<file path="config.mk">
export PLATFORM = sky130hd
export DESIGN_NAME = layer_renderer
export DESIGN_NICKNAME = d
export VERILOG_FILES = /design/src/hdl/layer_mem_pkg.sv /design/src/hdl/layer_cfg_pkg.sv /design/src/hdl/pixel_word_if.sv /design/src/hdl/layer_renderer.sv /design/src/hdl/pixel_unpack.sv /design/src/hdl/bitmap_fetch.sv /design/src/hdl/layer_regs.sv
export SDC_FILE = /design/constraint.sdc
export NUM_CORES = 1
export LEC_CHECK = 0
export BUFFER_PORTS_ARGS = -buffer_cell sky130_fd_sc_hd__clkbuf_2
export CAP_MARGIN = 20
export CELL_PAD_IN_SITES_DETAIL_PLACEMENT = 1
export CELL_PAD_IN_SITES_GLOBAL_PLACEMENT = 1
export CORE_ASPECT_RATIO = 0.75
export CORE_MARGIN = 2
export CORE_UTILIZATION = 48
export CTS_CLUSTER_DIAMETER = 80
export DETAILED_ROUTE_END_ITERATION = 8
export GPL_ROUTABILITY_DRIVEN = 0
export PLACE_DENSITY = 0.86
export SLEW_MARGIN = 30
export SYNTH_ARGS = -nofsm -noshare
export SYNTH_HDL_FRONTEND = slang
export SYNTH_SLANG_ARGS = --single-unit
</file>
<file path="constraint.sdc">
create_clock -name clk -period 4.15 [get_ports clk]
set_input_delay 1.0375 -clock clk [delete_from_list [all_inputs] [get_ports clk]]
set_output_delay 1.0375 -clock clk [all_outputs]
set_load 0.02 [all_outputs]
</file>
<file path="src/hdl/layer_mem_pkg.sv">
`default_nettype none

package layer_mem_pkg;

    localparam int BUS_ADDR_W = 16;
    localparam int BUS_DATA_W = 32;
    localparam int PIXEL_W    = 8;
    localparam int LB_IDX_W   = 10;    // Enough for 640 entries

    // Bus master side
    typedef logic [BUS_ADDR_W-1:0] bus_addr_t;
    typedef logic [BUS_DATA_W-1:0] bus_word_t;

    // Line buffer side
    typedef logic [PIXEL_W-1:0]    pixel_t;
    typedef logic [LB_IDX_W-1:0]   lb_idx_t;

endpackage

`default_nettype wire

</file>
<file path="src/hdl/layer_cfg_pkg.sv">
`default_nettype none

package layer_cfg_pkg;

    // Register port address
    typedef logic [3:0] reg_addr_t;

    //////////////////////////////
    // Register map
    //////////////////////////////

    localparam reg_addr_t REG_CTRL0   = 4'd0;    // Mode, scaling, enable
    localparam reg_addr_t REG_BASE_LO = 4'd4;
    localparam reg_addr_t REG_BASE_HI = 4'd5;
    localparam reg_addr_t REG_STRIDE  = 4'd6;    // Words per source line
    localparam reg_addr_t REG_PALETTE = 4'd7;    // Low nibble only

    // Bitmap mode codes in CTRL0[7:5]
    localparam logic [2:0] MODE_BMP2 = 3'd5;
    localparam logic [2:0] MODE_BMP4 = 3'd6;
    localparam logic [2:0] MODE_BMP8 = 3'd7;

    // Bits per pixel
    typedef enum logic [1:0] {
        DEPTH_2 = 2'd1,
        DEPTH_4 = 2'd2,
        DEPTH_8 = 2'd3
    } depth_t;

    // Decoded layer configuration
    typedef struct packed {
        logic        enable;
        logic        is_bitmap;
        depth_t      depth;
        logic [1:0]  vscale;     // Source line shown vscale+1 times
        logic [1:0]  hscale;     // Pixel written hscale+1 times
        logic [15:0] base_addr;
        logic [7:0]  stride;
        logic [3:0]  palette;
    } layer_cfg_t;

endpackage

`default_nettype wire
</file>
<file path="src/hdl/pixel_word_if.sv">
`timescale 1ns/1ps
`default_nettype none

// One fetched word on its way to the pixel stage
interface pixel_word_if
    import layer_mem_pkg::*;
();

    bus_word_t  word;
    logic [3:0] palette_nib;    // Palette offset for this word
    logic       start;          // One cycle, only while busy is low
    logic       busy;
    logic       line_done;      // Line buffer full

    modport fetch (
        output word,
        output palette_nib,
        output start,
        input  busy,
        input  line_done
    );

    modport unpack (
        input  word,
        input  palette_nib,
        input  start,
        output busy,
        output line_done
    );

endinterface

`default_nettype wire

</file>
<file path="src/hdl/layer_renderer.sv">
`timescale 1ns/1ps
`default_nettype none

module layer_renderer
    import layer_cfg_pkg::*;
    import layer_mem_pkg::*;
#(
    parameter int LINE_PIXELS = 640
) (
    input  wire             clk,
    input  wire             rst,

    input  wire             start_of_screen,
    input  wire             start_of_line,

    // Register port
    input  wire reg_addr_t  regs_addr,
    input  wire [7:0]       regs_wrdata,
    input  wire             regs_write,
    output logic [7:0]      regs_rddata,

    // Bus master port
    output bus_addr_t       bus_addr,
    output logic            bus_strobe,
    input  wire bus_word_t  bus_rddata,
    input  wire             bus_ack,

    // Line buffer port
    output lb_idx_t         linebuf_wridx,
    output pixel_t          linebuf_wrdata,
    output logic            linebuf_wren
);

    layer_cfg_t cfg;

    pixel_word_if pw ();

    layer_regs u_regs (
        .clk         (clk),
        .rst         (rst),
        .regs_addr   (regs_addr),
        .regs_wrdata (regs_wrdata),
        .regs_write  (regs_write),
        .regs_rddata (regs_rddata),
        .cfg         (cfg)
    );

    bitmap_fetch u_fetch (
        .clk             (clk),
        .rst             (rst),
        .start_of_screen (start_of_screen),
        .start_of_line   (start_of_line),
        .cfg             (cfg),
        .bus_addr        (bus_addr),
        .bus_rddata      (bus_rddata),
        .bus_strobe      (bus_strobe),
        .bus_ack         (bus_ack),
        .pw              (pw.fetch)
    );

    pixel_unpack #(
        .LINE_PIXELS (LINE_PIXELS)
    ) u_unpack (
        .clk            (clk),
        .rst            (rst),
        .start_of_line  (start_of_line),
        .cfg            (cfg),
        .pw             (pw.unpack),
        .linebuf_wridx  (linebuf_wridx),
        .linebuf_wrdata (linebuf_wrdata),
        .linebuf_wren   (linebuf_wren)
    );

endmodule

`default_nettype wire

</file>
<file path="src/hdl/pixel_unpack.sv">
`timescale 1ns/1ps
`default_nettype none

module pixel_unpack
    import layer_cfg_pkg::*;
    import layer_mem_pkg::*;
#(
    parameter int LINE_PIXELS = 640
) (
    input  wire             clk,
    input  wire             rst,
    input  wire             start_of_line,
    input  wire layer_cfg_t cfg,

    pixel_word_if.unpack    pw,

    output lb_idx_t         linebuf_wridx,
    output pixel_t          linebuf_wrdata,
    output logic            linebuf_wren
);

    localparam int CNT_W = $clog2(LINE_PIXELS + 1);

    logic             busy_r;
    bus_word_t        word_r;
    logic [3:0]       pal_r;
    logic [3:0]       xcnt_r;      // Pixel within word
    logic [1:0]       hcnt_r;      // Copy of current pixel
    logic [CNT_W-1:0] wr_cnt_r;    // Writes made on this line
    logic [3:0]       last_x;
    logic [4:0]       bit_off;
    pixel_t           raw_pix;
    logic             line_done;
    logic             last_write;

    assign line_done  = (wr_cnt_r == CNT_W'(LINE_PIXELS));
    assign last_write = (wr_cnt_r == CNT_W'(LINE_PIXELS - 1));

    assign pw.busy      = busy_r;
    assign pw.line_done = line_done;

    //////////////////////////////
    // Pixel select
    //////////////////////////////

    // Byte 0 first, upper field of each byte first
    always_comb begin
        case (cfg.depth)
            DEPTH_2: begin
                last_x  = 4'd15;
                bit_off = {xcnt_r[3:2], ~xcnt_r[1:0], 1'b0};
                raw_pix = {6'd0, word_r[bit_off +: 2]};
            end
            DEPTH_4: begin
                last_x  = 4'd7;
                bit_off = {xcnt_r[2:1], ~xcnt_r[0], 2'b00};
                raw_pix = {4'd0, word_r[bit_off +: 4]};
            end
            default: begin
                last_x  = 4'd3;
                bit_off = {xcnt_r[1:0], 3'b000};
                raw_pix = word_r[bit_off +: 8];
            end
        endcase
    end

    // Palette offset on nonzero 2 and 4 bpp pixels
    always_comb begin
        linebuf_wrdata = raw_pix;
        if (cfg.depth != DEPTH_8 && raw_pix != 8'd0)
            linebuf_wrdata[7:4] = pal_r;
    end

    assign linebuf_wren  = busy_r;
    assign linebuf_wridx = lb_idx_t'(wr_cnt_r);

    //////////////////////////////
    // Counters
    //////////////////////////////

    always_ff @(posedge clk or posedge rst) begin
        if (rst) begin
            busy_r   <= 1'b0;
            xcnt_r   <= 4'd0;
            hcnt_r   <= 2'd0;
            wr_cnt_r <= '0;
        end else begin
            if (busy_r) begin
                wr_cnt_r <= wr_cnt_r + 1'b1;
                if (hcnt_r == cfg.hscale) begin
                    hcnt_r <= 2'd0;
                    if (xcnt_r == last_x) begin
                        busy_r <= 1'b0;    // Word used up
                        xcnt_r <= 4'd0;
                    end else begin
                        xcnt_r <= xcnt_r + 1'b1;
                    end
                end else begin
                    hcnt_r <= hcnt_r + 1'b1;
                end
                // Line full, rest of word dropped
                if (last_write) begin
                    busy_r <= 1'b0;
                    xcnt_r <= 4'd0;
                    hcnt_r <= 2'd0;
                end
            end else if (pw.start && !line_done) begin
                busy_r <= 1'b1;
                xcnt_r <= 4'd0;
                hcnt_r <= 2'd0;
            end

            if (start_of_line) begin
                busy_r   <= 1'b0;
                xcnt_r   <= 4'd0;
                hcnt_r   <= 2'd0;
                wr_cnt_r <= '0;
            end
        end
    end

    always_ff @(posedge clk) begin
        if (pw.start && !busy_r) begin
            word_r <= pw.word;
            pal_r  <= pw.palette_nib;
        end
    end

    // Never write past the end of the line
    assert property (@(posedge clk) disable iff (rst)
        linebuf_wren |-> (linebuf_wridx < LINE_PIXELS));

endmodule

`default_nettype wire

</file>
<file path="src/hdl/bitmap_fetch.sv">
`timescale 1ns/1ps
`default_nettype none

module bitmap_fetch
    import layer_cfg_pkg::*;
    import layer_mem_pkg::*;
(
    input  wire             clk,
    input  wire             rst,
    input  wire             start_of_screen,
    input  wire             start_of_line,
    input  wire layer_cfg_t cfg,

    output bus_addr_t       bus_addr,
    input  wire bus_word_t  bus_rddata,
    output logic            bus_strobe,
    input  wire             bus_ack,

    pixel_word_if.fetch     pw
);

    typedef enum logic [1:0] {IDLE, FETCH, WAIT_ACK, HAND_OFF} state_t;

    state_t     state_r;
    logic       req_r;
    logic       start_r;
    bus_addr_t  line_addr_r;    // First word of current source line
    bus_addr_t  word_addr_r;    // Next word to read
    logic [1:0] vcnt_r;         // Repeat count of current source line
    bus_word_t  word_r;
    logic [3:0] palette_r;

    // Strobe drops in the ack cycle
    assign bus_strobe = req_r & ~bus_ack;

    assign pw.word        = word_r;
    assign pw.palette_nib = palette_r;
    assign pw.start       = start_r;

    //////////////////////////////
    // Fetch FSM
    //////////////////////////////

    always_ff @(posedge clk or posedge rst) begin
        if (rst) begin
            state_r     <= IDLE;
            req_r       <= 1'b0;
            start_r     <= 1'b0;
            bus_addr    <= '0;
            line_addr_r <= '0;
            word_addr_r <= '0;
            vcnt_r      <= 2'd0;
        end else begin
            start_r <= 1'b0;

            case (state_r)
                IDLE: ;

                FETCH: begin
                    if (pw.line_done) begin
                        state_r <= IDLE;
                    end else begin
                        bus_addr    <= word_addr_r;
                        word_addr_r <= word_addr_r + 1'b1;
                        req_r       <= 1'b1;
                        state_r     <= WAIT_ACK;
                    end
                end

                WAIT_ACK: begin
                    if (bus_ack) begin
                        req_r   <= 1'b0;
                        state_r <= HAND_OFF;
                    end
                end

                HAND_OFF: begin
                    if (pw.line_done) begin
                        state_r <= IDLE;    // Held word no longer needed
                    end else if (!pw.busy) begin
                        start_r <= 1'b1;
                        state_r <= FETCH;
                    end
                end

                default: state_r <= IDLE;
            endcase

            if (start_of_line) begin
                state_r     <= (cfg.enable && cfg.is_bitmap) ? FETCH : IDLE;
                req_r       <= 1'b0;
                start_r     <= 1'b0;
                word_addr_r <= line_addr_r;
                // Step to the next source line after vscale+1 repeats
                if (vcnt_r == cfg.vscale) begin
                    vcnt_r      <= 2'd0;
                    line_addr_r <= line_addr_r + {8'd0, cfg.stride};
                end else begin
                    vcnt_r <= vcnt_r + 1'b1;
                end
            end

            if (start_of_screen) begin
                line_addr_r <= cfg.base_addr;
                vcnt_r      <= 2'd0;
            end
        end
    end

    // Word and palette captured for the pixel stage
    always_ff @(posedge clk) begin
        if (state_r == WAIT_ACK && bus_ack)
            word_r <= bus_rddata;
        if (start_of_line)
            palette_r <= cfg.palette;
    end

    // Hand-off only when the pixel stage is free
    assert property (@(posedge clk) disable iff (rst) !(pw.start && pw.busy));

endmodule

`default_nettype wire

</file>
<file path="src/hdl/layer_regs.sv">
`timescale 1ns/1ps
`default_nettype none

module layer_regs
    import layer_cfg_pkg::*;
(
    input  wire             clk,
    input  wire             rst,

    input  wire reg_addr_t  regs_addr,
    input  wire [7:0]       regs_wrdata,
    input  wire             regs_write,
    output logic [7:0]      regs_rddata,

    output layer_cfg_t      cfg
);

    // CTRL0 fields
    logic [2:0]  mode_r;
    logic [1:0]  vscale_r;
    logic [1:0]  hscale_r;
    logic        enable_r;

    logic [15:0] base_r;
    logic [7:0]  stride_r;
    logic [3:0]  palette_r;

    logic        is_bitmap;
    depth_t      depth;

    //////////////////////////////
    // Readback
    //////////////////////////////

    always_comb begin
        case (regs_addr)
            REG_CTRL0:   regs_rddata = {mode_r, vscale_r, hscale_r, enable_r};
            REG_BASE_LO: regs_rddata = base_r[7:0];
            REG_BASE_HI: regs_rddata = base_r[15:8];
            REG_STRIDE:  regs_rddata = stride_r;
            REG_PALETTE: regs_rddata = {4'd0, palette_r};
            default:     regs_rddata = 8'h00;    // Unmapped
        endcase
    end

    //////////////////////////////
    // Writes
    //////////////////////////////

    always_ff @(posedge clk or posedge rst) begin
        if (rst) begin
            mode_r    <= 3'd0;
            vscale_r  <= 2'd0;
            hscale_r  <= 2'd0;
            enable_r  <= 1'b0;
            base_r    <= 16'h8000;
            stride_r  <= 8'd0;
            palette_r <= 4'd0;
        end else if (regs_write) begin
            case (regs_addr)
                REG_CTRL0: begin
                    mode_r   <= regs_wrdata[7:5];
                    vscale_r <= regs_wrdata[4:3];
                    hscale_r <= regs_wrdata[2:1];
                    enable_r <= regs_wrdata[0];
                end
                REG_BASE_LO: base_r[7:0]  <= regs_wrdata;
                REG_BASE_HI: base_r[15:8] <= regs_wrdata;
                REG_STRIDE:  stride_r     <= regs_wrdata;
                REG_PALETTE: palette_r    <= regs_wrdata[3:0];
                default: ;
            endcase
        end
    end

    // Only the bitmap modes render anything
    always_comb begin
        is_bitmap = 1'b1;
        case (mode_r)
            MODE_BMP2: depth = DEPTH_2;
            MODE_BMP4: depth = DEPTH_4;
            MODE_BMP8: depth = DEPTH_8;
            default: begin
                depth     = DEPTH_8;
                is_bitmap = 1'b0;
            end
        endcase
    end

    always_comb begin
        cfg.enable    = enable_r;
        cfg.is_bitmap = is_bitmap;
        cfg.depth     = depth;
        cfg.vscale    = vscale_r;
        cfg.hscale    = hscale_r;
        cfg.base_addr = base_r;
        cfg.stride    = stride_r;
        cfg.palette   = palette_r;
    end

endmodule

`default_nettype wire

</file>
==> impl_metrics.tcl <==
set metrics [dict create \
    clock-skew-final_ns 0.0113 \
    synth_xor_area_share_pct 3.77 \
    pre_cts_slack_ns 0.442 \
    synth-seq-area-share_pct 56.3 \
    portBuffers 93 \
    wl_per_cell_microns 22.2 \
    layout_setup_ws_ns 0.219 \
    yosys.area_share.simple_pct 10.7 \
    cts_made_buffers 17 \
    num_antenna_cells 0 \
    syn_nets 759 \
    final_common_cell "dfrtp_1" \
    min_to "u_unpack.word_r[13]$_DFFE_PP_" \
    timing.final.crit_period_ns 3.93 \
    start_kind "register" \
    first_global_vias 6446 \
    fin_tns_setup_ns 0 \
    core_sq_mm 0.0176 \
    fmax_mhz 254 \
    die-area_sq_mm 0.0190 \
    combPwrFrac_pct 23.9 \
    num-nets-final 852 \
    min_from "u_fetch.pw.word[13]$_DFFE_PP_" \
    ys.warnings.count 0 \
    cts_hold_buf 0 \
    clk_pin_slew_ns 0.08 \
    hold_path_class "register to register" \
    final_cell_mix "dfrtp_1 (104), clkbuf_2 (93), edfxtp_1 (72), nand2_1 (57), mux2_2 (57)" \
    synth.avg_cell_area_sq_um 12.5 \
    drc_errors 0 \
    path_cells "nand2_1 -> or2_2 -> inv_1 -> ha_2 -> nor2b_2 -> o21ai_0 -> or3_1 -> nand2b_1 -> nor4_2 -> nor2_1 -> clkbuf_2" \
    synth_largest_area_cell "dfrtp_1" \
    seqPwrFrac_pct 46.2 \
    grt.overflow.total 0 \
    ir_drop_mv 0.297 \
    hold_violations 0 \
    maxSlewHeadroom_pct 46.1 \
    fin_crit_sh_pct 94.7 \
    intPower_uw 3560 \
    ff2ff_path_depth 8 \
    synth_edf_count 72 \
    power_leakage_uw 0.00408 \
    hold_depth 0 \
    worstReg2RegEnd "u_fetch.word_addr_r[9]$_DFFE_PP0P_" \
    grt_max_degree 89 \
    yosysUniqueCellTypes 61 \
    setup_viol 0 \
    r2r_slack_ns 1.48 \
    worst_path_max_delay_cell "dfrtp_1" \
    final_max_slew_viol_count 0 \
    powerDensity_mw_per_mm2 549 \
    vias 6126 \
    cts-root-buf "clkbuf_16" \
    antenna_found_initial 0 \
    synth_top_family_by_area "multiplexers" \
    async_reset_ff_share_pct 59.8 \
    p_switching_uw 1890 \
    fp.dieH_microns 120 \
    area_growth_pct 15.4 \
    power_frac_clock_pct 29.9 \
    postCtsSetupRepairBufs 0 \
    end_kind "output port" \
    critPathMaxStageDelay_ns 0.43 \
    cts.path.max_buffers 2 \
    initial_core_util_pct 48.8 \
    swShare_pct 34.7 \
    grt_usage_pct 25.5 \
    worstSetupPathType "register to output port" \
    tightest_slew_ns 0.809 \
    cp.arrival_ns 2.89 \
    cts_resized 0 \
    critPathMaxFanout 13 \
    required_ns 3.11 \
    synth_top_cell_area_share_pct 30.8 \
    utilization_pct 56.4 \
    drive_above_1_share_pct 27.9 \
    core.rowCount 42 \
    rsz0062_at_grt "no" \
    status "complete, no violations" \
    clock_latency_ns 0.44 \
    vias_per_cell 5.90 \
    synthAdderAreaFrac_pct 2.85 \
    ys_seq_elements 179 \
    ios 94 \
    ant_nets 0 \
    hpwl_mm 16.5 \
    grt_first_pass_wirelength_mm 36.8 \
    drt_iter0_drc 580 \
    synthMuxAreaShare_pct 15.3 \
    die_x_microns 159 \
    drtPass1Iterations 5 \
    timing.rr.start "u_unpack.linebuf_wridx[0]$_DFFE_PP0P_" \
    htreeDepth 4 \
    ys_top_cells_by_area "dfrtp_1 (31%), edfxtp_1 (25%), mux2_2 (7.5%)" \
    synth_flop_cell "dfrtp_1" \
    drt_wl_total_mm 23.0 \
    cts_tree "yes" \
    synthCells 690 \
    drv_cap 0 \
    synth_area_sq_mm 0.00860 \
    synth_compound_area_share_pct 8.50 \
    clock_sinks 179 \
]
[state kept, by name, indices dropped and copies added, names as in the netlist]
name,flops
u_regs.palette_r,4
u_fetch.pw.palette_nib,4
u_regs.enable_r,1
u_fetch.word_addr_r,16
u_unpack.hcnt_r,2
u_fetch.req_r,1
u_fetch.bus_addr,16
u_fetch.line_addr_r,16
u_unpack.word_r,32
u_unpack.xcnt_r,4
u_regs.mode_r,3
u_regs.base_r,16
u_unpack.pal_r,4
u_fetch.pw.word,32
u_regs.stride_r,8
u_fetch.pw.start,1
u_fetch.vcnt_r,2
u_fetch.state_r,2
u_unpack.linebuf_wren,1
u_regs.vscale_r,2
u_unpack.linebuf_wridx,10
u_regs.hscale_r,2
[worst max-delay path by stage]
stage / from / endpoint / slack [ns]
after floorplan: rst / u_fetch.bus_addr[0]$_DFFE_PP0P_ / 0.30
after global placement: regs_addr[3] / regs_rddata[3] / 0.60
after detailed placement: regs_addr[3] / regs_rddata[0] / 0.44
after CTS: u_regs.mode_r[1]$_DFFE_PP0P_ / linebuf_wrdata[5] / 0.06
after global routing: u_unpack.xcnt_r[0]$_DFFE_PP0P_ / linebuf_wrdata[6] / 0.03
final: u_regs.mode_r[2]$_DFFE_PP0P_ / linebuf_wrdata[5] / 0.22
[power by group through the flow]
stage	logic (uW)	registers, uW	clock network [uW]
after floorplan	856	2490	0
final	1300	2520	1630
after CTS	1300	2510	1640
after global routing	1430	2560	1710
after detailed placement	1280	2540	0
after global placement	1200	2510	0
[per-layer routing]
layer / vias up / global-route usage [%] / share of wire, %
li1: 2727 / - / -
met1: 3105 / 36.6 / 45
met2: 262 / 39.8 / 47
met3: 32 / 4.98 / 6.5
met4: 0 / 7.32 / 1.8
met5: - / 0 / 0
[cell usage after synthesis (3+ instances only)]
cell type / n
and2_1: 3
mux4_2: 16
nor2_1: 36
mux2_2: 57
nor3_1: 12
mux2i_1: 29
a211o_1: 3
a22oi_1: 4
nand2_1: 57
clkbuf_1: 15
o31ai_1: 5
a21oi_1: 16
o21ai_0: 37
nand4_1: 6
nand3_1: 20
buf_1: 4
or3_1: 4
nor2b_1: 9
o311ai_0: 3
xor2_1: 24
a31oi_1: 9
buf_2: 6
dfrtp_1: 106
xnor2_1: 13
ha_1: 18
o21a_1: 4
buf_4: 4
a221o_1: 4
nand3b_1: 3
or4_1: 5
o22ai_1: 7
edfxtp_1: 72
nand2b_1: 8
o21ai_1: 7
and3_1: 7
inv_1: 24
[cell type report]
cell class / instances / area [sq um]
clock buffer: 17 / 425
multi-input combinational: 458 / 3540
timing repair buffer: 103 / 541
tap: 242 / 303
sequential: 179 / 4840
clock inverter: 15 / 175
fill: 1807 / 7680
inverter: 24 / 95.1
[per-stage QoR]
step / total power (uW) / cells / hold WS [ns] / cell area [sq um]
6_report: 5450 / 1038 / 0.420 / 9930
5_1_grt: 5700 / 1038 / 0.431 / 9930
4_1_cts: 5460 / 1038 / 0.425 / 9920
3_5_place_dp: 3830 / 1006 / 0.406 / 9320
3_3_place_gp: 3700 / 1006 / 0.405 / 9320
2_1_floorplan: 3350 / 690 / 0.400 / 8600
[kinds of logic after synthesis]
kind of cell | count (synthesis)
AO/OA/AOI/OAI | 115
XOR/XNOR | 37
adder cells (fa/ha/maj) | 19
buffers and inverters | 53
flip-flops | 179
multiplexers | 104
AND/OR/NAND/NOR | 183
[critical path, delay by kind of cell (launching register included)]
| kind | cells | cell delay [ns] |
|---|---|---|
| fa+ha+maj | 1 | 0.36 |
| flops | 1 | 0.43 |
| compound gates | 1 | 0.10 |
| simple gates | 7 | 1.29 |
| buf+inv | 2 | 0.25 |
Power figures use the tool's default switching activity.
